==> src/logic/debug_params.svh <==
`ifndef DEBUG_PARAMS_SVH
`define DEBUG_PARAMS_SVH

`define WORD_BITS        32

// Command characters
`define CMD_CONTINUOUS   8'h63   // ASCII c
`define CMD_STEP         8'h73   // ASCII s
`define CMD_NEXT         8'h6e   // ASCII n

//////////////////////////////
// Snapshot dump layout
//////////////////////////////

`define PIPE_DUMP_BYTES  55      // Fetch PC plus all four pipeline latches
`define REG_COUNT        32
`define MEM_DUMP_WORDS   16

// Pipeline bytes, then registers, then memory words
`define DUMP_LENGTH      (`PIPE_DUMP_BYTES + (`REG_COUNT + `MEM_DUMP_WORDS) * (`WORD_BITS / 8))

// Bytes the transmitter accepts before it has to return credit
`define TX_CREDITS       4

`endif

==> src/logic/debug_pkg.sv <==
`include "debug_params.svh"

package debug_pkg;

   typedef logic [`WORD_BITS-1:0] word_t;
   typedef logic [7:0]            byte_t;
   typedef logic [7:0]            address_t;   // Debug port into data memory
   typedef logic [7:0]            pc_t;
   typedef logic [4:0]            regAddr_t;

   // Wide enough to count every byte of one dump
   typedef logic [$clog2(`DUMP_LENGTH)-1:0] dumpIndex_t;

   //////////////////////////////
   // Pipeline latches
   //////////////////////////////

   typedef struct packed {
      word_t    instr;
      pc_t      pcNext;
   } ifIdLatch_t;

   typedef struct packed {
      logic [3:0] aluControl;
      word_t      signImm;
      word_t      readData1;
      word_t      readData2;
      logic       aluSrc;
      logic       aluShiftImm;
      logic [3:0] memWrite;      // Byte-lane write enables
      logic       memToReg;
      logic [1:0] memReadWidth;
      regAddr_t   rs;
      regAddr_t   rt;
      regAddr_t   rd;
      regAddr_t   sa;            // Shift amount
      logic       regDst;
      logic       loadImm;
      logic       regWrite;
   } idExLatch_t;

   typedef struct packed {
      regAddr_t   writeReg;
      word_t      writeData;
      word_t      aluOut;
      logic       regWrite;
      logic       memToReg;
      logic [3:0] memWrite;
      logic [1:0] memReadWidth;
   } exMemLatch_t;

   typedef struct packed {
      regAddr_t   writeReg;
      word_t      aluOut;
      word_t      readData;
      logic       regWrite;
      logic       memToReg;
   } memWbLatch_t;

   typedef struct packed {
      pc_t         fetchPc;
      ifIdLatch_t  ifId;
      idExLatch_t  idEx;
      exMemLatch_t exMem;
      memWbLatch_t memWb;
   } pipeSnapshot_t;

   typedef word_t [`REG_COUNT-1:0] regFile_t;

   typedef enum logic [2:0] {
      stateIdle,
      stateContinuous,
      stateStep,
      stateWait,         // One settling cycle after a single step
      stateSend
   } debugState_t;

endpackage

==> src/logic/debugControl.sv <==
`timescale 1ns/1ps
`include "debug_params.svh"

module debugControl
   import debug_pkg::*;
(
   input  logic  clock,
   input  logic  reset,
   input  logic  rxValid,
   input  byte_t rxByte,
   output logic  rxPop,
   input  logic  endOfProgram,
   output logic  pipeEnable,
   output logic  pipeFlush,
   output logic  dumpStart,
   input  logic  dumpDone
);

   debugState_t state;
   debugState_t nextState;
   logic        continuousUsed;   // Continuous run allowed once per reset
   logic        isContinuous;
   logic        isStep;
   logic        isNext;

   assign isContinuous = (rxByte == `CMD_CONTINUOUS);
   assign isStep       = (rxByte == `CMD_STEP);
   assign isNext       = (rxByte == `CMD_NEXT);

   //////////////////////////////
   // Next state and outputs
   //////////////////////////////

   always_comb begin
      nextState  = state;
      rxPop      = 1'b0;
      pipeEnable = 1'b0;

      case (state)
         stateIdle: begin
            rxPop = rxValid;   // Anything offered is consumed
            if (rxValid) begin
               if (isContinuous && !continuousUsed) begin
                  nextState = stateContinuous;
               end else if (isStep) begin
                  nextState = stateStep;
               end
            end
         end

         stateContinuous: begin
            pipeEnable = !endOfProgram;
            if (endOfProgram) begin
               nextState = stateSend;
            end
         end

         stateStep: begin
            rxPop = rxValid;
            if (rxValid && isNext) begin
               pipeEnable = 1'b1;   // Exactly one clock of progress
               nextState  = stateWait;
            end
         end

         stateWait: begin
            nextState = stateSend;
         end

         stateSend: begin
            // Finished programs go back to idle, otherwise keep stepping
            if (dumpDone) begin
               nextState = endOfProgram ? stateIdle : stateStep;
            end
         end

         default: begin
            nextState = stateIdle;
         end
      endcase
   end

   assign pipeFlush = (state == stateIdle);   // Hold the datapath cleared while idle

   //////////////////////////////
   // State register
   //////////////////////////////

   always_ff @(posedge clock) begin
      if (reset) begin
         state          <= stateIdle;
         continuousUsed <= 1'b0;
         dumpStart      <= 1'b0;
      end else begin
         state     <= nextState;
         dumpStart <= (nextState == stateSend) && (state != stateSend);
         if (state == stateContinuous) begin
            continuousUsed <= 1'b1;
         end
      end
   end

endmodule

==> src/logic/dumpSequencer.sv <==
`timescale 1ns/1ps
`include "debug_params.svh"

module dumpSequencer
   import debug_pkg::*;
(
   input  logic       clock,
   input  logic       reset,
   input  logic       dumpStart,
   output logic       dumpDone,
   input  logic       creditReturn,
   output logic       txValid,
   output dumpIndex_t byteIndex,
   output logic       memSelect
);

   localparam int CREDIT_BITS = $clog2(`TX_CREDITS + 1);
   localparam logic [CREDIT_BITS-1:0] CREDIT_MAX = CREDIT_BITS'(`TX_CREDITS);

   logic                   active;
   logic [CREDIT_BITS-1:0] credits;
   logic                   sendNow;
   logic                   lastByte;

   assign sendNow  = active && (credits != '0);   // Stall on zero credit
   assign lastByte = (byteIndex == dumpIndex_t'(`DUMP_LENGTH - 1));

   assign txValid   = sendNow;
   assign memSelect = active;   // Memory answers the debug address during a dump

   //////////////////////////////
   // Byte index
   //////////////////////////////

   always_ff @(posedge clock) begin
      if (reset) begin
         active    <= 1'b0;
         byteIndex <= '0;
         dumpDone  <= 1'b0;
      end else begin
         dumpDone <= sendNow && lastByte;   // One cycle after the final byte
         if (dumpStart) begin
            active    <= 1'b1;
            byteIndex <= '0;
         end else if (sendNow) begin
            if (lastByte) begin
               active    <= 1'b0;
               byteIndex <= '0;
            end else begin
               byteIndex <= byteIndex + 1'b1;
            end
         end
      end
   end

   //////////////////////////////
   // Transmit credit
   //////////////////////////////

   always_ff @(posedge clock) begin
      if (reset) begin
         credits <= CREDIT_MAX;
      end else begin
         case ({sendNow, creditReturn})
            2'b10: credits <= credits - 1'b1;
            2'b01: begin
               if (credits != CREDIT_MAX) begin   // Ignore a stray extra return
                  credits <= credits + 1'b1;
               end
            end
            default: ;   // Both or neither leave the count alone
         endcase
      end
   end

endmodule

==> src/logic/snapshotMux.sv <==
`timescale 1ns/1ps
`include "debug_params.svh"

module snapshotMux
   import debug_pkg::*;
(
   input  pipeSnapshot_t snapshot,
   input  regFile_t      regFile,
   input  word_t         memData,
   input  dumpIndex_t    byteIndex,
   output byte_t         dumpByte,
   output address_t      memAddr
);

   localparam int WORD_BYTES   = `WORD_BITS / 8;
   localparam int PIPE_BYTES   = `PIPE_DUMP_BYTES;
   localparam int REG_BASE     = PIPE_BYTES;
   localparam int MEM_BASE     = REG_BASE + `REG_COUNT * WORD_BYTES;
   localparam int REG_SEL_BITS = $clog2(`REG_COUNT);
   localparam int MEM_SEL_BITS = $clog2(`MEM_DUMP_WORDS);

   logic [PIPE_BYTES*8-1:0] pipeBytes;
   dumpIndex_t              regOffset;
   dumpIndex_t              memOffset;
   logic [REG_SEL_BITS-1:0] regNum;
   logic [MEM_SEL_BITS-1:0] memWord;

   // Most significant byte of a word goes out first
   function automatic byte_t wordByte(word_t value, logic [1:0] lane);
      return value[(WORD_BYTES - 1 - int'(lane)) * 8 +: 8];
   endfunction

   // Pipeline section, narrow fields padded up to a byte
   assign pipeBytes = {
      snapshot.fetchPc,
      snapshot.ifId.instr, snapshot.ifId.pcNext,
      4'b0, snapshot.idEx.aluControl,
      snapshot.idEx.signImm, snapshot.idEx.readData1, snapshot.idEx.readData2,
      7'b0, snapshot.idEx.aluSrc, 7'b0, snapshot.idEx.aluShiftImm,
      4'b0, snapshot.idEx.memWrite, 7'b0, snapshot.idEx.memToReg,
      6'b0, snapshot.idEx.memReadWidth,
      3'b0, snapshot.idEx.rs, 3'b0, snapshot.idEx.rt,
      3'b0, snapshot.idEx.rd, 3'b0, snapshot.idEx.sa,
      7'b0, snapshot.idEx.regDst, 7'b0, snapshot.idEx.loadImm,
      7'b0, snapshot.idEx.regWrite,
      3'b0, snapshot.exMem.writeReg,
      snapshot.exMem.writeData, snapshot.exMem.aluOut,
      7'b0, snapshot.exMem.regWrite, 7'b0, snapshot.exMem.memToReg,
      4'b0, snapshot.exMem.memWrite, 6'b0, snapshot.exMem.memReadWidth,
      3'b0, snapshot.memWb.writeReg,
      snapshot.memWb.aluOut, snapshot.memWb.readData,
      7'b0, snapshot.memWb.regWrite, 7'b0, snapshot.memWb.memToReg
   };

   assign regOffset = byteIndex - dumpIndex_t'(REG_BASE);
   assign memOffset = byteIndex - dumpIndex_t'(MEM_BASE);
   assign regNum    = regOffset[2 +: REG_SEL_BITS];   // Four bytes per register
   assign memWord   = memOffset[2 +: MEM_SEL_BITS];

   always_comb begin
      memAddr = '0;
      if (byteIndex < dumpIndex_t'(REG_BASE)) begin
         dumpByte = pipeBytes[(PIPE_BYTES - 1 - int'(byteIndex)) * 8 +: 8];
      end else if (byteIndex < dumpIndex_t'(MEM_BASE)) begin
         dumpByte = wordByte(regFile[regNum], regOffset[1:0]);
      end else begin
         memAddr  = address_t'(memWord);   // Memory reads back combinationally
         dumpByte = wordByte(memData, memOffset[1:0]);
      end
   end

endmodule

==> src/logic/debugTop.sv <==
`timescale 1ns/1ps

module debugTop
   import debug_pkg::*;
(
   input  logic          clock,
   input  logic          reset,
   input  logic          rxValid,
   input  byte_t         rxByte,
   output logic          rxPop,
   input  logic          endOfProgram,
   input  pipeSnapshot_t snapshot,
   input  regFile_t      regFile,
   input  word_t         memData,
   output logic          pipeEnable,
   output logic          pipeFlush,
   output logic          memSelect,
   output address_t      memAddr,
   output logic          txValid,
   output byte_t         txByte,
   input  logic          creditReturn
);

   logic       dumpStart;
   logic       dumpDone;
   dumpIndex_t byteIndex;

   // Command decode and pipeline control
   debugControl control (
      .clock        (clock),
      .reset        (reset),
      .rxValid      (rxValid),
      .rxByte       (rxByte),
      .rxPop        (rxPop),
      .endOfProgram (endOfProgram),
      .pipeEnable   (pipeEnable),
      .pipeFlush    (pipeFlush),
      .dumpStart    (dumpStart),
      .dumpDone     (dumpDone)
   );

   dumpSequencer sequencer (
      .clock        (clock),
      .reset        (reset),
      .dumpStart    (dumpStart),
      .dumpDone     (dumpDone),
      .creditReturn (creditReturn),
      .txValid      (txValid),
      .byteIndex    (byteIndex),
      .memSelect    (memSelect)
   );

   // Byte select for the transmitter
   snapshotMux mux (
      .snapshot  (snapshot),
      .regFile   (regFile),
      .memData   (memData),
      .byteIndex (byteIndex),
      .dumpByte  (txByte),
      .memAddr   (memAddr)
   );

endmodule

==> config.mk <==
export PLATFORM = sky130hd
export DESIGN_NAME = debugTop
export DESIGN_NICKNAME = d
export VERILOG_FILES = /design/src/logic/debug_pkg.sv /design/src/logic/debugControl.sv /design/src/logic/dumpSequencer.sv /design/src/logic/snapshotMux.sv /design/src/logic/debugTop.sv
export VERILOG_INCLUDE_DIRS = /design/src /design/src/logic
export SDC_FILE = /design/constraint.sdc
export NUM_CORES = 1
export LEC_CHECK = 0
export ABC_AREA = 1
export BUFFER_PORTS_ARGS = -buffer_cell sky130_fd_sc_hd__clkbuf_2
export CAP_MARGIN = 30
export CORE_AREA = 5 5 548 550
export CTS_CLUSTER_SIZE = 24
export DETAILED_ROUTE_END_ITERATION = 10
export DIE_AREA = 0 0 553 555
export GPL_ROUTABILITY_DRIVEN = 0
export RECOVER_POWER = 25
export SLEW_MARGIN = 10
export SYNTH_ARGS = -nofsm -noshare
export SYNTH_HDL_FRONTEND = slang
export SYNTH_SLANG_ARGS = --single-unit
==> constraint.sdc <==
create_clock -name clock -period 3.6 [get_ports clock]
set_input_delay 0.9 -clock clock [delete_from_list [all_inputs] [get_ports clock]]
set_output_delay 0.9 -clock clock [all_outputs]
set_load 0.005 [all_outputs]
# == Yosys cells after proc, flatten, opt, wreduce, memory -nomap -nowiden ==
# Index checks and enable logic that the tools add are counted.
# Widths: inputs -> output; s select.
# totals
reg_bits,18
input_bits,1397
out_inout_bits,21
wordCells,74
# classes
addsub,8
order_cmp,3
n_eq_ne,14
n_shift,3
n_mux,23
n_reduce_logical,16
# ops
op,count
$shiftx 440x32->8,1
$bmux 32 s5,1
$shiftx 32x32->8,2
$mux 32,1
$mux 8,4
$eq 8x7->1 const B,3
$mux 3,7
$pmux 3 s5,1
$sub 6x8->9 const A,1
$add 8x1->8 const B,1
$eq 8x8->1 const B,1
$lt 8x6->1 const B,1
$lt 8x8->1 const B,1
$sub 7x6->7 const B,1
$eq 3x2->1 const B,2
$eq 3x3->1 const B,2
$lt 5x6->1 const B,1
$ne 3x3->1 const B,2
$pmux 3 s2,1
$reduce_bool 2->1,3
$sub 2x2->3 const A,2
$sub 6x6->6 const B,1
$logic_and 1x1->1,5
$mux 1,5
14 further kinds,17

# == Depth between registers and ports, before layout ==
# logic_depth
depth_word,7
depth_mapped,20
mapped_depth_nobuf,18

# == Cells and area by module ==
# Synthesis repeated with hierarchy kept, for this count alone.
# hier_totals
hier_cells,3283
hier_area_um2,15077.0
# by_module_without_submodules
mod,instances,cells_per_inst,area_per_inst_um2,seq_area_each_um2
snapshotMux,1,3137,14072.2,0.0
dumpSequencer,1,89,673.1,260.2
debugControl,1,57,331.6,100.1

# == Least setup slack after synthesis ==
# OpenSTA, ideal clock, no wires.
# synth_timing
path_type,register to output
from,reg sequencer.byteIndex[0]
to,out txByte[2]
arrival_ns,2.540
t_required_ns,2.700
path_slack_ns,0.160
stages_incl_launch_ff,18
path_cell_list,dfxtp_1 -> buf_4 -> inv_2 -> clkbuf_1 -> ha_1 -> buf_2 -> inv_1 -> nand2_1 -> inv_2 -> clkbuf_1 -> nand2_1 -> nand4_1 -> nand3_1 -> nand3_1 -> nand2_1 -> a31oi_1 -> nand2_1 -> nand2_1
# synth_via
elab_chain_cells,6
word_cells_on_any_way,14
classes_between,5 x add/sub; 2 x order compare; 3 x shift; 4 x mux
# synth_rtl
element,line_no,rtl
from (decl),dumpSequencer.sv:13,"output dumpIndex_t byteIndex,"
from (signal assigned),dumpSequencer.sv:50,byteIndex <= byteIndex + 1'b1;
$sub 7x6->7,snapshotMux.sv:55,assign regOffset = byteIndex - dumpIndex_t'(REG_BASE);
$bmux 32 s5,snapshotMux.sv:65,"dumpByte = wordByte(regFile[regNum], regOffset[1:0]);"
$mux 32 (implied by the code),snapshotMux.sv:65,
$shiftx 32x32->8,snapshotMux.sv:30,return value[(WORD_BYTES - 1 - int'(lane)) * 8 +: 8];
$mux 8,snapshotMux.sv:64,end else if (byteIndex < dumpIndex_t'(MEM_BASE)) begin
$mux 8 (*),snapshotMux.sv:62,if (byteIndex < dumpIndex_t'(REG_BASE)) begin
to (decl),debugTop.sv:20,"output byte_t txByte,"
# Every way passes the cells marked *; elsewhere a longest branch is shown, timed or not. The select of a mux whose other input is x is not followed.

# == Worst setup path in the final report ==
# layout_timing
from,reg sequencer.byteIndex[0]
to,out txByte[5]
# The elaborated chain is that of the path after synthesis.

==> results.yml <==
drt:
  wire_per_inst_um: 29.2
  drt_iter0_drc: 3526
  routed_wl_um: 272000
  dr.pass1.iters: 6
  drc: 0
  num_vias: 34206
  routed_via_density: 3.67
  ant_nets: 0
timing:
  worst_pin_slew_ns: 0.613
  post-route-min-period_ns: 4.12
  final.setup.worst_slack_ns: -0.517
  setup_viol: 8
  hold_viol_final: 0
  fmax_mhz: 243
  fin_crit_sh_pct: 114
  worst_hold_slack_ns: 0.471
  slew_headroom_pct: 58.6
  rsz0062_at_grt: "yes"
  skew_ns: 0.00311
  finalMaxSlewViolations: 0
floorplan:
  core_mm2: 0.295
  io_pins: 1418
  die-height_um: 555
  dieArea_mm2: 0.307
  initial_core_util_pct: 5.32
  rows: 200
  die_x_um: 553
clocking:
  insertion_delay_ns: 0.27
  clock_path_buffers: 2
  cts_tree: "built"
  cts_hold_buf: 0
  ctsHtreeMaxLevel: 1
  clkSinkCount: 18
  cts.root.buffer_cell: "clkbuf_16"
  clk_pin_slew_ns: 0.06
  numCtsBuffers: 3
worst_setup_path:
  cp.required_ns: 2.70
  worstReg2RegEnd: "sequencer.credits[2]$_SDFFE_PP1P_"
  endpoint_kind: "primary output"
  rrSetupSlack_ns: 1.23
  path_class: "register to primary output"
  critPathMaxFanout: 6
  r2r_start: "sequencer.credits[0]$_SDFFE_PP0P_"
  cp.arrival_ns: 3.22
  r2r_cells: 11
  cp-start-kind: "register"
global_route:
  grt_max_degree: 48
  gr-usage-all-layers_pct: 16.3
  grt_pass1_wl_um: 329000
  antenna_found_initial: 223
  grt_pass1_vias: 32657
  overflow: 0
finish:
  areaGrowthSynthToFinish_pct: 143
  fin_util_pct: 12.9
  drive_above_1_share_pct: 48.9
  finalNetCount: 6637
synth:
  ys_types: 47
  synth_ff_type: "dfxtp_1"
  synth_area_mm2: 0.0157
  yosysSeqAreaShare_pct: 2.29
  synth_common_cells: "nand2_1 (1,827), nand3_1 (791), buf_2 (177)"
  yosysWarnings: 0
  synth_edf_count: 0
  synth_top_area_share_pct: 43.6
  synth_most_common_cell: "nand2_1"
  synth.ff_latch_count: 18
  synth_cells: 3493
  async_flop_share_pct: 0
  yosys.area.top_type: "nand2_1"
  syn_area_per_cell_um2: 4.50
  synth.area.top_cells: "nand2_1 (44%), nand3_1 (25%), buf_2 (5.6%), inv_1 (3.3%), a21oi_1 (2.9%)"
run:
  timing.max_cap.violations: 0
placement:
  dp_hpwl_um: 222000
  io_buffer_count: 1413
power_and_ir_drop:
  leakagePower_uw: 0.0188
  power_density_mw_per_mm2: 61.4
  vdd_drop_max_mv: 0.107
min_path:
  hold_class: "register to register"
  min_delay_path_depth: 2
  worstHoldStart: "control.dumpStart$_SDFF_PP0_"
  holdPathEnd: "sequencer.memSelect$_SDFFE_PP0P_"
run_status:
  status: "finished with violations"
  violations: "negative setup slack"
-- final cells by class --
class / instances / area (µm²)
antenna: 135 / 338
clock buffer: 4 / 88.8
fill: 34471 / 257000
inverter: 151 / 659
multi-input combinational: 3036 / 16400
sequential: 18 / 370
tap: 3939 / 4930
timing repair buffer: 2027 / 15400
-- placed cells by master (no fill, tap or decap), types with 10 or more instances in the layout --
master and instances:
a21oi_1 73, a21oi_4 10, a22o_1 21, buf_12 124, buf_16 46, buf_4 301, buf_6 83, buf_8 29
clkbuf_16 30, clkbuf_2 1404, dfxtp_1 14, diode_2 135, inv_1 122, inv_2 11, mux2i_1 12, nand2_1 1620
nand2_2 118, nand2_4 76, nand2_8 21, nand3_1 575, nand3_2 154, nand3_4 62, nand4_1 54, nor2_1 60
nor2_4 17, o211ai_1 12, o21ai_0 27, o21ai_1 11
-- worst max-delay path by stage --
stage / start / to / slack (ns) / cells past startpoint
finish: sequencer.byteIndex[0]$_SDFFE_PP0P_ / txByte[5] / -0.52 / 17
global route: sequencer.byteIndex[0]$_SDFFE_PP0P_ / txByte[1] / -0.65 / 23
CTS: sequencer.byteIndex[0]$_SDFFE_PP0P_ / txByte[3] / -0.61 / 21
detailed placement: sequencer.byteIndex[1]$_SDFFE_PP0P_ / txByte[5] / -1.72 / 20
global placement: sequencer.byteIndex[0]$_SDFFE_PP0P_ / txByte[5] / -1.72 / 21
floorplan: sequencer.byteIndex[0]$_SDFFE_PP0P_ / txByte[2] / 0.16 / 17
-- sequential cells by signal (all words and copies together), names as in the netlist --
name	flops
sequencer.credits	3
control.state	3
sequencer.memSelect	1
sequencer.dumpDone	1
control.continuousUsed	1
sequencer.byteIndex	8
control.dumpStart	1
-- worst max-delay path: stages (launching register included) --
cell,delay [ns]
dfxtp_4,0.37
buf_12,0.11
buf_16,0.11
clkinv_8,0.04
ha_4,0.24
inv_8,0.11
buf_8,0.11
nor2_4,0.04
buf_12,0.16
buf_12,0.14
buf_8,0.14
a21oi_2,0.12
nand4_1,0.29
nand3_2,0.23
a21oi_2,0.07
o211ai_1,0.38
nand2_4,0.11
buf_6,0.13
-- routing by layer --
metal  track usage [%]  vias up  routed length [µm]
met5            0.0156        -                 822
met4              9.53      112               20700
met3              5.14      870               24900
met2              27.4     2672              125000
met1              18.0    15541              100000
li1                  -    15011                   -
-- power breakdown --
group / switching (µW) / total, µW / internal, µW / leakage [µW]
combinational: 946 / 1870 / 925 / 0.0186
clock: 96.8 / 267 / 170 / 0.0000450
sequential: 4.13 / 205 / 201 / 0.000148
total: 1050 / 2340 / 1300 / 0.0188
-- through the flow --
step	total power (µW)	setup TNS, ns	cell area (µm²)	cells	setup WS (ns)
after floorplan	623	0	15700	3496	0.160
after global placement	1950	-11.31	31200	9020	-1.72
after detailed placement	1950	-11.12	31200	9020	-1.72
after CTS	2330	-4.68	35800	9131	-0.612
after global routing	2520	-4.66	38100	9271	-0.653
final	2340	-3.80	38200	9310	-0.517
-- cell families after synthesis --
family / count (synthesis) / share of synthesized area [%]
compound gates: 223 / 8.79
flops: 18 / 2.29
fa+ha+maj: 3 / 0.286
xor+xnor: 1 / 0.0557
mux: 15 / 0.979
other cells: 1 / 0.0238
buf+inv: 442 / 13.1
simple gates: 2790 / 74.5
-- timing repair --
item / in CTS / in global routing
pin swaps: 144 / 187
gates resized for setup: 648 / 344
cloned: 37 / 28
setup buffers: 87 / 43
setup endpoints to repair: 9 / 8
(Power assumes the default switching activity.)
